`src/source/tinyrv1_pkg.sv`:
```
// TinyRV1 issue subsystem package
// Opcode and micro-op encodings, instruction field positions and
// datapath sizes shared by the decoder, the pipes and the testbench model
`default_nettype none

package tinyrv1_pkg;

  // --------------------------------------------------
  // Datapath sizes
  // --------------------------------------------------

  localparam int xlen          = 32;
  localparam int half_xlen     = xlen / 2;
  localparam int reg_addr_bits = 5;
  localparam int num_regs      = 32;

  // Multiplier depth, operand capture to product
  localparam int mul_stages    = 3;

  // --------------------------------------------------
  // Instruction field positions
  // --------------------------------------------------

  localparam int opcode_lsb = 0;
  localparam int rd_lsb     = 7;
  localparam int funct3_lsb = 12;
  localparam int rs1_lsb    = 15;
  localparam int rs2_lsb    = 20;
  localparam int funct7_lsb = 25;
  localparam int imm_lsb    = 20;

  // funct3 codes used by both groups
  localparam logic [2:0] f3_add = 3'b000;
  localparam logic [2:0] f3_slt = 3'b010;
  localparam logic [2:0] f3_xor = 3'b100;
  localparam logic [2:0] f3_or  = 3'b110;
  localparam logic [2:0] f3_and = 3'b111;

  // funct7 codes, register-register group only
  localparam logic [6:0] f7_base = 7'b0000000;
  localparam logic [6:0] f7_sub  = 7'b0100000;
  localparam logic [6:0] f7_mul  = 7'b0000001;

  // --------------------------------------------------
  // Encodings
  // --------------------------------------------------

  typedef enum logic [6:0] {
    op_reg = 7'b0110011,
    op_imm = 7'b0010011
  } rv_opcode;

  typedef enum logic [3:0] {
    uop_add,
    uop_sub,
    uop_and,
    uop_or,
    uop_xor,
    uop_slt,
    uop_mul,
    uop_illegal
  } rv_uop;

  typedef enum logic {
    pipe_alu,
    pipe_mul
  } pipe_sel;

endpackage

`default_nettype wire

```
`src/source/stage_intf.sv`:
```
// Stage-to-stage interfaces of the issue subsystem
// fetch_if brings instructions in, issue_if feeds one pipe,
// complete_if carries a pipe result toward the register file
`default_nettype none

// Fetch to decode, val/rdy with held payload
interface fetch_if
  import tinyrv1_pkg::*;
();
  logic            val;
  logic            rdy;
  logic [xlen-1:0] inst;
  logic [xlen-1:0] pc;

  modport src (output val, inst, pc, input rdy);
  modport dst (input val, inst, pc, output rdy);
endinterface

// Decode to one execution pipe
interface issue_if
  import tinyrv1_pkg::*;
();
  logic                     val;
  logic                     rdy;
  rv_uop                    uop;
  logic [xlen-1:0]          op1;
  logic [xlen-1:0]          op2;
  logic [reg_addr_bits-1:0] waddr;

  modport issuer (output val, uop, op1, op2, waddr, input rdy);
  modport pipe   (input val, uop, op1, op2, waddr, output rdy);
endinterface

// Pipe result request, rdy is the grant
interface complete_if
  import tinyrv1_pkg::*;
();
  logic                     val;
  logic                     rdy;
  logic [reg_addr_bits-1:0] waddr;
  logic [xlen-1:0]          wdata;

  modport source (output val, waddr, wdata, input rdy);
  modport sink   (input val, waddr, wdata, output rdy);
endinterface

`default_nettype wire

```
`src/source/alu_pipe.sv`:
```
// Single-cycle ALU pipe
// Computes the integer micro-ops and holds the result
// in a register until the arbiter grants it
`default_nettype none

module alu_pipe
  import tinyrv1_pkg::*;
(
  input  logic       clk,
  input  logic       rst,
  issue_if.pipe      issue,
  complete_if.source done
);

  logic                     res_val;
  logic [xlen-1:0]          res_data;
  logic [reg_addr_bits-1:0] res_waddr;
  logic [xlen-1:0]          alu_out;
  logic                     issue_xfer;

  // Accept when empty or the held result leaves this cycle
  assign issue.rdy  = !res_val || done.rdy;
  assign issue_xfer = issue.val & issue.rdy;

  always_comb begin
    case (issue.uop)
      uop_add: alu_out = issue.op1 + issue.op2;
      uop_sub: alu_out = issue.op1 - issue.op2;
      uop_and: alu_out = issue.op1 & issue.op2;
      uop_or:  alu_out = issue.op1 | issue.op2;
      uop_xor: alu_out = issue.op1 ^ issue.op2;
      // Signed compare
      uop_slt: alu_out = {{(xlen-1){1'b0}}, $signed(issue.op1) < $signed(issue.op2)};
      default: alu_out = '0;
    endcase
  end

  always_ff @(posedge clk) begin
    if (rst) begin
      res_val <= 1'b0;
    end else if (issue_xfer) begin
      res_val <= 1'b1;
    end else if (done.rdy) begin
      res_val <= 1'b0;
    end
  end

  always_ff @(posedge clk) begin
    if (issue_xfer) begin
      res_data  <= alu_out;
      res_waddr <= issue.waddr;
    end
  end

  assign done.val   = res_val;
  assign done.wdata = res_data;
  assign done.waddr = res_waddr;

endmodule

`default_nettype wire

```
`src/source/complete_arbiter.sv`:
```
// Completion arbiter
// Fixed priority, multiplier over ALU, onto the shared
// writeback bus; grants are combinational in the request cycle
`default_nettype none

module complete_arbiter (
  complete_if.sink   alu_done,
  complete_if.sink   mul_done,
  complete_if.source wb
);

  logic mul_grant;
  logic alu_grant;

  // --------------------------------------------------
  // Grant
  // --------------------------------------------------

  // Mul first, its deeper pipe backs up faster
  assign mul_grant = mul_done.val & wb.rdy;
  assign alu_grant = alu_done.val & !mul_done.val & wb.rdy;

  assign mul_done.rdy = mul_grant;
  assign alu_done.rdy = alu_grant;

  // --------------------------------------------------
  // Result mux
  // --------------------------------------------------

  assign wb.val = alu_done.val | mul_done.val;

  always_comb begin
    if (mul_done.val) begin
      wb.waddr = mul_done.waddr;
      wb.wdata = mul_done.wdata;
    end else begin
      wb.waddr = alu_done.waddr;
      wb.wdata = alu_done.wdata;
    end
  end

endmodule

`default_nettype wire

```
`src/source/decode_issue_unit.sv`:
```
// Decode and issue unit
// One-entry decode register, hazard stall through the scoreboard,
// operand selection and routing to the ALU or multiplier pipe
`default_nettype none

module decode_issue_unit
  import tinyrv1_pkg::*;
(
  input  logic     clk,
  input  logic     rst,
  fetch_if.dst     fetch,
  issue_if.issuer  alu,
  issue_if.issuer  mul,
  complete_if.sink wb
);

  logic                     d_val;
  logic [xlen-1:0]          d_inst;
  logic                     fetch_xfer;
  logic                     issue_xfer;
  logic                     issue_ok;
  logic                     discard;
  logic                     illegal;

  rv_uop                    dec_uop;
  pipe_sel                  dec_pipe;
  logic [reg_addr_bits-1:0] dec_raddr0;
  logic [reg_addr_bits-1:0] dec_raddr1;
  logic [reg_addr_bits-1:0] dec_waddr;
  logic                     dec_op2_imm;
  logic [xlen-1:0]          dec_imm;

  logic [xlen-1:0]          rdata0;
  logic [xlen-1:0]          rdata1;
  logic                     busy;
  logic [xlen-1:0]          op2;

  // --------------------------------------------------
  // Decode register
  // --------------------------------------------------

  assign fetch_xfer = fetch.val & fetch.rdy;

  // Free when empty, or when the held entry leaves this cycle
  assign fetch.rdy = !d_val || issue_xfer || discard;

  always_ff @(posedge clk) begin
    if (rst) begin
      d_val <= 1'b0;
    end else if (fetch_xfer) begin
      d_val <= 1'b1;
    end else if (issue_xfer || discard) begin
      d_val <= 1'b0;
    end
  end

  always_ff @(posedge clk) begin
    if (fetch_xfer) begin
      d_inst <= fetch.inst;
    end
  end

  // --------------------------------------------------
  // Decode and operand read
  // --------------------------------------------------

  inst_decoder inst_decoder_inst (
    .inst    (d_inst),
    .uop     (dec_uop),
    .pipe    (dec_pipe),
    .raddr0  (dec_raddr0),
    .raddr1  (dec_raddr1),
    .waddr   (dec_waddr),
    .op2_imm (dec_op2_imm),
    .imm     (dec_imm)
  );

  regfile_scoreboard regfile_scoreboard_inst (
    .clk      (clk),
    .rst      (rst),
    .raddr0   (dec_raddr0),
    .raddr1   (dec_raddr1),
    .rdata0   (rdata0),
    .rdata1   (rdata1),
    .wb       (wb),
    .set_addr (dec_waddr),
    .set_val  (issue_xfer),
    .busy     (busy)
  );

  // --------------------------------------------------
  // Issue routing
  // --------------------------------------------------

  assign illegal  = (dec_uop == uop_illegal);
  // Illegal entries drop without waiting on hazards
  assign discard  = d_val & illegal;
  assign issue_ok = d_val & !illegal & !busy;

  // val never looks at rdy
  assign alu.val = issue_ok & (dec_pipe == pipe_alu);
  assign mul.val = issue_ok & (dec_pipe == pipe_mul);

  assign issue_xfer = (alu.val & alu.rdy) | (mul.val & mul.rdy);

  assign op2 = dec_op2_imm ? dec_imm : rdata1;

  // Shared payload, only the selected pipe sees val
  assign alu.uop   = dec_uop;
  assign alu.op1   = rdata0;
  assign alu.op2   = op2;
  assign alu.waddr = dec_waddr;
  assign mul.uop   = dec_uop;
  assign mul.op1   = rdata0;
  assign mul.op2   = op2;
  assign mul.waddr = dec_waddr;

endmodule

`default_nettype wire

```
`src/source/inst_decoder.sv`:
```
// Instruction decoder
// Maps opcode, funct3 and funct7 to a micro-op and target pipe,
// extracts register addresses and builds the I-type immediate
`default_nettype none

module inst_decoder
  import tinyrv1_pkg::*;
(
  input  logic [xlen-1:0]          inst,
  output rv_uop                    uop,
  output pipe_sel                  pipe,
  output logic [reg_addr_bits-1:0] raddr0,
  output logic [reg_addr_bits-1:0] raddr1,
  output logic [reg_addr_bits-1:0] waddr,
  output logic                     op2_imm,
  output logic [xlen-1:0]          imm
);

  logic [6:0]               opcode;
  logic [2:0]               funct3;
  logic [6:0]               funct7;
  logic [reg_addr_bits-1:0] rs1;
  logic [reg_addr_bits-1:0] rs2;
  logic [reg_addr_bits-1:0] rd;
  logic                     legal;

  // Raw fields
  assign opcode = inst[opcode_lsb +: 7];
  assign funct3 = inst[funct3_lsb +: 3];
  assign funct7 = inst[funct7_lsb +: 7];
  assign rs1    = inst[rs1_lsb +: reg_addr_bits];
  assign rs2    = inst[rs2_lsb +: reg_addr_bits];
  assign rd     = inst[rd_lsb +: reg_addr_bits];

  // Sign-extended 12-bit I-type immediate
  assign imm = {{(xlen-12){inst[xlen-1]}}, inst[imm_lsb +: 12]};

  always_comb begin
    uop     = uop_illegal;
    op2_imm = 1'b0;
    case (opcode)
      op_reg: begin
        case ({funct7, funct3})
          {f7_base, f3_add}: uop = uop_add;
          {f7_sub,  f3_add}: uop = uop_sub;
          {f7_base, f3_and}: uop = uop_and;
          {f7_base, f3_or }: uop = uop_or;
          {f7_base, f3_xor}: uop = uop_xor;
          {f7_base, f3_slt}: uop = uop_slt;
          {f7_mul,  f3_add}: uop = uop_mul;
          default:           uop = uop_illegal;
        endcase
      end
      op_imm: begin
        op2_imm = 1'b1;
        case (funct3)
          f3_add:  uop = uop_add;
          f3_and:  uop = uop_and;
          f3_or:   uop = uop_or;
          default: uop = uop_illegal;
        endcase
      end
      default: uop = uop_illegal;
    endcase
  end

  assign legal = (uop != uop_illegal);
  assign pipe  = (uop == uop_mul) ? pipe_mul : pipe_alu;

  // Unused sources point at x0 so the scoreboard never stalls on them
  assign raddr0 = legal ? rs1 : '0;
  assign raddr1 = (legal && !op2_imm) ? rs2 : '0;
  assign waddr  = legal ? rd : '0;

endmodule

`default_nettype wire

```
`src/source/mul_pipe.sv`:
```
// Three-stage multiplier pipe
// Operand capture, partial products, final sum; low 32 bits only
// Whole pipe stalls when the last stage holds an ungranted result
`default_nettype none

module mul_pipe
  import tinyrv1_pkg::*;
(
  input  logic       clk,
  input  logic       rst,
  issue_if.pipe      issue,
  complete_if.source done
);

  logic [mul_stages-1:0]    stage_val;
  logic                     advance;

  logic [xlen-1:0]          s1_a;
  logic [xlen-1:0]          s1_b;
  logic [reg_addr_bits-1:0] s1_waddr;
  logic [xlen-1:0]          s2_pp_lo;
  logic [half_xlen-1:0]     s2_pp_hi;
  logic [reg_addr_bits-1:0] s2_waddr;
  logic [xlen-1:0]          s3_prod;
  logic [reg_addr_bits-1:0] s3_waddr;

  // Global stall
  assign advance   = !stage_val[mul_stages-1] || done.rdy;
  assign issue.rdy = advance;

  always_ff @(posedge clk) begin
    if (rst) begin
      stage_val <= '0;
    end else if (advance) begin
      stage_val <= {stage_val[mul_stages-2:0], issue.val};
    end
  end

  always_ff @(posedge clk) begin
    if (advance) begin
      s1_a     <= issue.op1;
      s1_b     <= issue.op2;
      s1_waddr <= issue.waddr;
      // a * b_lo, plus a_lo * b_hi which only matters in the upper half
      s2_pp_lo <= s1_a * s1_b[half_xlen-1:0];
      s2_pp_hi <= s1_a[half_xlen-1:0] * s1_b[xlen-1:half_xlen];
      s2_waddr <= s1_waddr;
      s3_prod  <= s2_pp_lo + {s2_pp_hi, {half_xlen{1'b0}}};
      s3_waddr <= s2_waddr;
    end
  end

  assign done.val   = stage_val[mul_stages-1];
  assign done.wdata = s3_prod;
  assign done.waddr = s3_waddr;

endmodule

`default_nettype wire

```
`src/source/regfile_scoreboard.sv`:
```
// Register file with pending-destination scoreboard
// Two combinational reads, one write from the completion bus,
// one pending bit per register for RAW and WAW stalls
`default_nettype none

module regfile_scoreboard
  import tinyrv1_pkg::*;
(
  input  logic                     clk,
  input  logic                     rst,
  input  logic [reg_addr_bits-1:0] raddr0,
  input  logic [reg_addr_bits-1:0] raddr1,
  output logic [xlen-1:0]          rdata0,
  output logic [xlen-1:0]          rdata1,
  complete_if.sink                 wb,
  input  logic [reg_addr_bits-1:0] set_addr,
  input  logic                     set_val,
  output logic                     busy
);

  logic [xlen-1:0]     regs [num_regs];
  logic [num_regs-1:0] pending;

  // Completion bus is never back-pressured
  assign wb.rdy = 1'b1;

  // --------------------------------------------------
  // Register array
  // --------------------------------------------------

  // x0 never written
  always_ff @(posedge clk) begin
    if (wb.val && (wb.waddr != '0)) begin
      regs[wb.waddr] <= wb.wdata;
    end
  end

  // No bypass, same-cycle write seen next cycle
  assign rdata0 = (raddr0 == '0) ? '0 : regs[raddr0];
  assign rdata1 = (raddr1 == '0) ? '0 : regs[raddr1];

  // --------------------------------------------------
  // Scoreboard
  // --------------------------------------------------

  always_ff @(posedge clk) begin
    if (rst) begin
      pending <= '0;
    end else begin
      if (wb.val) begin
        pending[wb.waddr] <= 1'b0;
      end
      // Set after clear, issue to a just-completing reg is stalled anyway
      if (set_val && (set_addr != '0)) begin
        pending[set_addr] <= 1'b1;
      end
    end
  end

  // Either source (RAW) or the destination (WAW) still in flight
  assign busy = pending[raddr0] | pending[raddr1] | pending[set_addr];

endmodule

`default_nettype wire

```
`src/source/tinyrv1_issue_top.sv`:
```
// TinyRV1 decode and issue subsystem top level
// Bridges plain fetch and writeback ports to the internal interfaces
// and connects decode, both pipes and the completion arbiter
`default_nettype none

module tinyrv1_issue_top
  import tinyrv1_pkg::*;
(
  input  logic                     clk,
  input  logic                     rst,
  input  logic                     inst_val,
  output logic                     inst_rdy,
  input  logic [xlen-1:0]          inst,
  input  logic [xlen-1:0]          pc,
  output logic                     wb_val,
  output logic [reg_addr_bits-1:0] wb_waddr,
  output logic [xlen-1:0]          wb_wdata
);

  fetch_if    fetch_bus ();
  issue_if    alu_issue ();
  issue_if    mul_issue ();
  complete_if alu_done ();
  complete_if mul_done ();
  complete_if wb_bus ();

  // Fetch port
  assign fetch_bus.val  = inst_val;
  assign fetch_bus.inst = inst;
  assign fetch_bus.pc   = pc;
  assign inst_rdy       = fetch_bus.rdy;

  decode_issue_unit decode_issue_unit_inst (
    .clk   (clk),
    .rst   (rst),
    .fetch (fetch_bus),
    .alu   (alu_issue),
    .mul   (mul_issue),
    .wb    (wb_bus)
  );

  alu_pipe alu_pipe_inst (
    .clk   (clk),
    .rst   (rst),
    .issue (alu_issue),
    .done  (alu_done)
  );

  mul_pipe mul_pipe_inst (
    .clk   (clk),
    .rst   (rst),
    .issue (mul_issue),
    .done  (mul_done)
  );

  complete_arbiter complete_arbiter_inst (
    .alu_done (alu_done),
    .mul_done (mul_done),
    .wb       (wb_bus)
  );

  // Writeback port mirrors the register file write
  assign wb_val   = wb_bus.val;
  assign wb_waddr = wb_bus.waddr;
  assign wb_wdata = wb_bus.wdata;

endmodule

`default_nettype wire

```
`config.mk`:
```
export PLATFORM = sky130hd
export DESIGN_NAME = tinyrv1_issue_top
export DESIGN_NICKNAME = d
export VERILOG_FILES = /design/src/source/tinyrv1_pkg.sv /design/src/source/stage_intf.sv /design/src/source/alu_pipe.sv /design/src/source/complete_arbiter.sv /design/src/source/decode_issue_unit.sv /design/src/source/inst_decoder.sv /design/src/source/mul_pipe.sv /design/src/source/regfile_scoreboard.sv /design/src/source/tinyrv1_issue_top.sv
export SDC_FILE = /design/constraint.sdc
export NUM_CORES = 2
export LEC_CHECK = 0
export BUFFER_PORTS_ARGS = -buffer_cell sky130_fd_sc_hd__clkbuf_2
export CORE_MARGIN = 1
export CORE_UTILIZATION = 35
export DETAILED_ROUTE_END_ITERATION = 7
export PLACE_DENSITY = 0.52
export SYNTH_ARGS = -nofsm -noshare
export SYNTH_HDL_FRONTEND = slang
export SYNTH_SLANG_ARGS = --single-unit
```
`constraint.sdc`:
```
create_clock -name clk -period 9.23 [get_ports clk]
set_input_delay 1.846 -clock clk [delete_from_list [all_inputs] [get_ports clk]]
set_output_delay 1.846 -clock clk [all_outputs]
set_load 0.02 [all_outputs]
```
==> reports/summary.md <==
* 7039 — Detailed Route Iter0 Violations
* 0 — yosys warns
* 3 — maximum count of clock buffers along a single path
* completed — outcome
* 41.6% — post-synth top area share
* 32.1 nW — static leakage
* 0.06 ns — register clock-pin slew on the reported worst setup and hold paths
* 477 um — die extent in y
* 1289 — total clock sinks
* mul_pipe_inst.s2_waddr[0] — startpoint of the lowest-slack hold path
* 12.5% — growth of design area from synthesis to finish
* flip-flop — crit path launch type
* 6.66% — max_slew headroom
* 28.3 um — average wire per standard cell
* 0 ns — setup TNS
* edfxtp_1 — library cell with the largest summed area after synthesis
* nand2_1 — most numerous cell in the Yosys netlist
* alu_pipe_inst.done.wdata[25] — R2R Path End
* flip-flop — crit path capture type
* 0 — DRC Markers
* 78900 um^2 — post-synthesis instance area
* 0 — Antenna Nets Post-Route
* 106 — I/O pin total
* 5.77 — Vias per Instance
* 12.4 mW — Final Power
* 26.5% — All-Layer GR Usage
* 0.52 ns — register-to-register path setup slack
* edfxtp_1 42%, fa_1 9.8%, nand2_1 6.8% — main area contributors after synthesis
* 10800 — Cell Count, Final, Fillers Out
* clkbuf_16 — root cell of the clock tree
* 13 — initial antenna violation count
* 0 — hold-fix buffers at CTS
* 10.2 um^2 — synthesized area divided by synthesized cell count
* 11.1% — share of post-route cells with drive strength above 1
* 102 — Cell variety after synth
* 0 — Final setup viols
* o21ai_2 — slowest cell on the critical path
* 28 — cell depth of the worst flop-to-flop path
* 0 — final hold viol count
* 199000 um — estimated wirelength of the detail-placed design
* flip-flop to flip-flop — critical setup path kind
* 7 — number of search-and-repair iterations in the first detailed-routing pass
* 35.4% — initial core utilization
* 46.6% — fraction of the yosys area taken by sequential cells
* 140 nW/um^2 — cell area power density
* 477 um — Die Width
* 212 uV — maximum ir drop on the vdd rail
* 38700 um^2 — area taken by multi-input logic gates
* 83 — maximum number of pins on one net before global-route repair
* 9.26 ns — data arrival time of the worst path
* 4 — depth of the CTS H-tree
* 13.4% — adder and majority gate portion of the synthesized area
* 5.61% — mux cell area share after synthesis
* 3 — combined buffer and inverter count along the critical path
* 223000 um^2 — core area
* 0 — Hold Path Stages
* 0.85 ns — clock insertion delay at the later pin of the skew report
* 227000 um^2 — die outline area
* 9.78 ns — required time reported for the critical path endpoint
* 10600 — Cells after DPL
* mul_pipe_inst.done.waddr[0] — terminating pin of the worst hold path
* flip-flop to flip-flop — Min-Delay Path Class
* 8419 — layout net count
* 173 — number of core rows
* 21600 — Fillers
* 0% — Async SR Flop Fraction
* 0 — sum of overflow across all layers after global routing
* 73 — PortBufs
* 438000 um — first-pass GRT wire length
* 7706 — number of instances in the synthesized netlist
* 115 MHz — f_max
* false — unrepaired setup endpoints after global routing
* 39.8% — Final Util
* 12.1% — post-synthesis compound-gate area fraction
* 8.71 ns — final critical delay including setup and external delays
* 0.0577 ns — clock skew after layout
* 1289 — FF+latch count, synth
* 61800 — number of global-route vias before repair
* 150 — CTS buffer count
* 1436 x nand2_1, 1093 x edfxtp_1, 561 x inv_1 — most frequent cells after synthesis
* 62600 — routed vias
* 1.40 ns — slew of the pin with the lowest slew margin
* 0.323 ns — worst hold margin
* 0 — Setup Buffers After CTS
* 1093 — Post-synth EDFFs
* edfxtp_1 — predominant post-synthesis flop cell
* 15.9% — Post-Synth Simple-Gate Area
* 94.4% — post-route fraction of the period consumed by the critical path
* 0 — final count of pins violating max slew
* 0.946 — routability congestion estimate from global placement
* 0 — Post-CTS Resized
* simple AND/OR/NAND/NOR gates — dominant combinational cell family by area after synthesis
* compound AO/OA/AOI/OAI gates — dominant delay contributor by cell family on the critical path
* 0 — max-cap viol count
* 1.29% — XOR/XNOR Fraction of Synth Area
* 0.91 ns — critical path's largest stage delay
* built — clock tree from TritonCTS
* 12 — peak fanout along the critical path
* 307000 um — Detailed Route WL
* 36700 um^2 — FF+latch area
* decode_issue_unit_inst.d_inst[5] — Reg2Reg Launch Point
-- logic make-up after synthesis --
logic type / Yosys count
AND/OR/NAND/NOR: 2782
AO/OA/AOI/OAI: 1475
flip-flops: 1289
buffers and inverters: 1083
adder cells (fa/ha/maj): 610
multiplexers: 350
XOR/XNOR: 116
other: 1
-- metrics by stage --
step | area [um^2] | setup WS, ns
final | 88800 | 0.516
after global routing | 88700 | 0.170
after CTS | 88700 | 0.699
after detailed placement | 84000 | 0.781
after global placement | 84000 | 0.744
after floorplan | 79000 | 2.05
-- worst register-to-register path, delay by kind of cell, from the launching register on --
kind / cells / cell delay [ns]
buf+inv: 3 / 0.77
flops: 1 / 0.62
simple gates: 10 / 2.47
fa+ha+maj: 1 / 0.32
compound gates: 14 / 4.27
-- power breakdown --
part | switching, mW | leakage [nW] | total, mW | internal, mW
clock | 2.55 | 2.30 | 5.81 | 3.26
combinational | 0.245 | 18.7 | 0.360 | 0.115
sequential | 0.0318 | 11.1 | 6.28 | 6.25
total | 2.83 | 32.1 | 12.4 | 9.62
-- layer usage --
| metal | part of all wire [%] | up-vias | track usage, % |
|---|---|---|---|
| li1 | - | 27200 | - |
| met4 | 6.3 | 6 | 14.9 |
| met2 | 45 | 3169 | 41.8 |
| met3 | 8.9 | 847 | 5.37 |
| met5 | 0.013 | - | 0 |
| met1 | 40 | 31400 | 33.8 |
-- cell usage in the layout, fill, tap and decap left out, types with 195 or more instances in the layout --
cell,n
edfxtp_1,1093
ha_1,223
buf_4,285
nand2_1,1430
inv_1,560
o21ai_0,333
nor2_1,284
dfxtp_1,195
nand3_1,391
and2_1,247
fa_1,387
a21oi_1,403
-- worst max path at each step --
| stage | slack [ns] | startpoint | depth (start not counted) | end |
|---|---|---|---|---|
| final | 0.52 | decode_issue_unit_inst.d_inst[5] | 28 | alu_pipe_inst.done.wdata[25] |
| after detailed placement | 0.78 | decode_issue_unit_inst.d_inst[5] | 28 | alu_pipe_inst.done.wdata[30] |
| after CTS | 0.70 | decode_issue_unit_inst.d_inst[5] | 28 | alu_pipe_inst.done.wdata[30] |
| after global placement | 0.74 | decode_issue_unit_inst.d_inst[5] | 28 | alu_pipe_inst.done.wdata[30] |
| after floorplan | 2.05 | decode_issue_unit_inst.d_inst[13] | 32 | alu_pipe_inst.done.wdata[30] |
| after global routing | 0.17 | decode_issue_unit_inst.d_inst[5] | 28 | alu_pipe_inst.done.wdata[30] |
-- flip-flops by register name (all words and copies together), names as in the netlist --
name and count:
decode_issue_unit_inst.d_val 1, mul_pipe_inst.s1_waddr 5, mul_pipe_inst.s2_waddr 5, mul_pipe_inst.s1_b 32, decode_issue_unit_inst.regfile_scoreboard_inst.regs 1024, mul_pipe_inst.stage_val 3
mul_pipe_inst.s2_pp_lo 32, alu_pipe_inst.done.val 1, decode_issue_unit_inst.regfile_scoreboard_inst.pending 32, mul_pipe_inst.done.waddr 5, mul_pipe_inst.s1_a 32, mul_pipe_inst.done.wdata 32
alu_pipe_inst.done.waddr 5, alu_pipe_inst.done.wdata 32, decode_issue_unit_inst.d_inst 32, mul_pipe_inst.s2_pp_hi 16
-- area by class of cell --
| type | count | share of cell area, % |
|---|---|---|
| repair buffers | 372 | 3.14 |
| multi-input cells | 5365 | 43.6 |
| well taps | 2975 | 4.19 |
| clock inverters | 77 | 0.732 |
| flip-flops and latches | 1289 | 41.4 |
| diodes | 5 | 0.0141 |
| inverters | 564 | 2.39 |
| clock buffers | 195 | 4.57 |
Note: power is estimated with default switching activity, not from simulation.
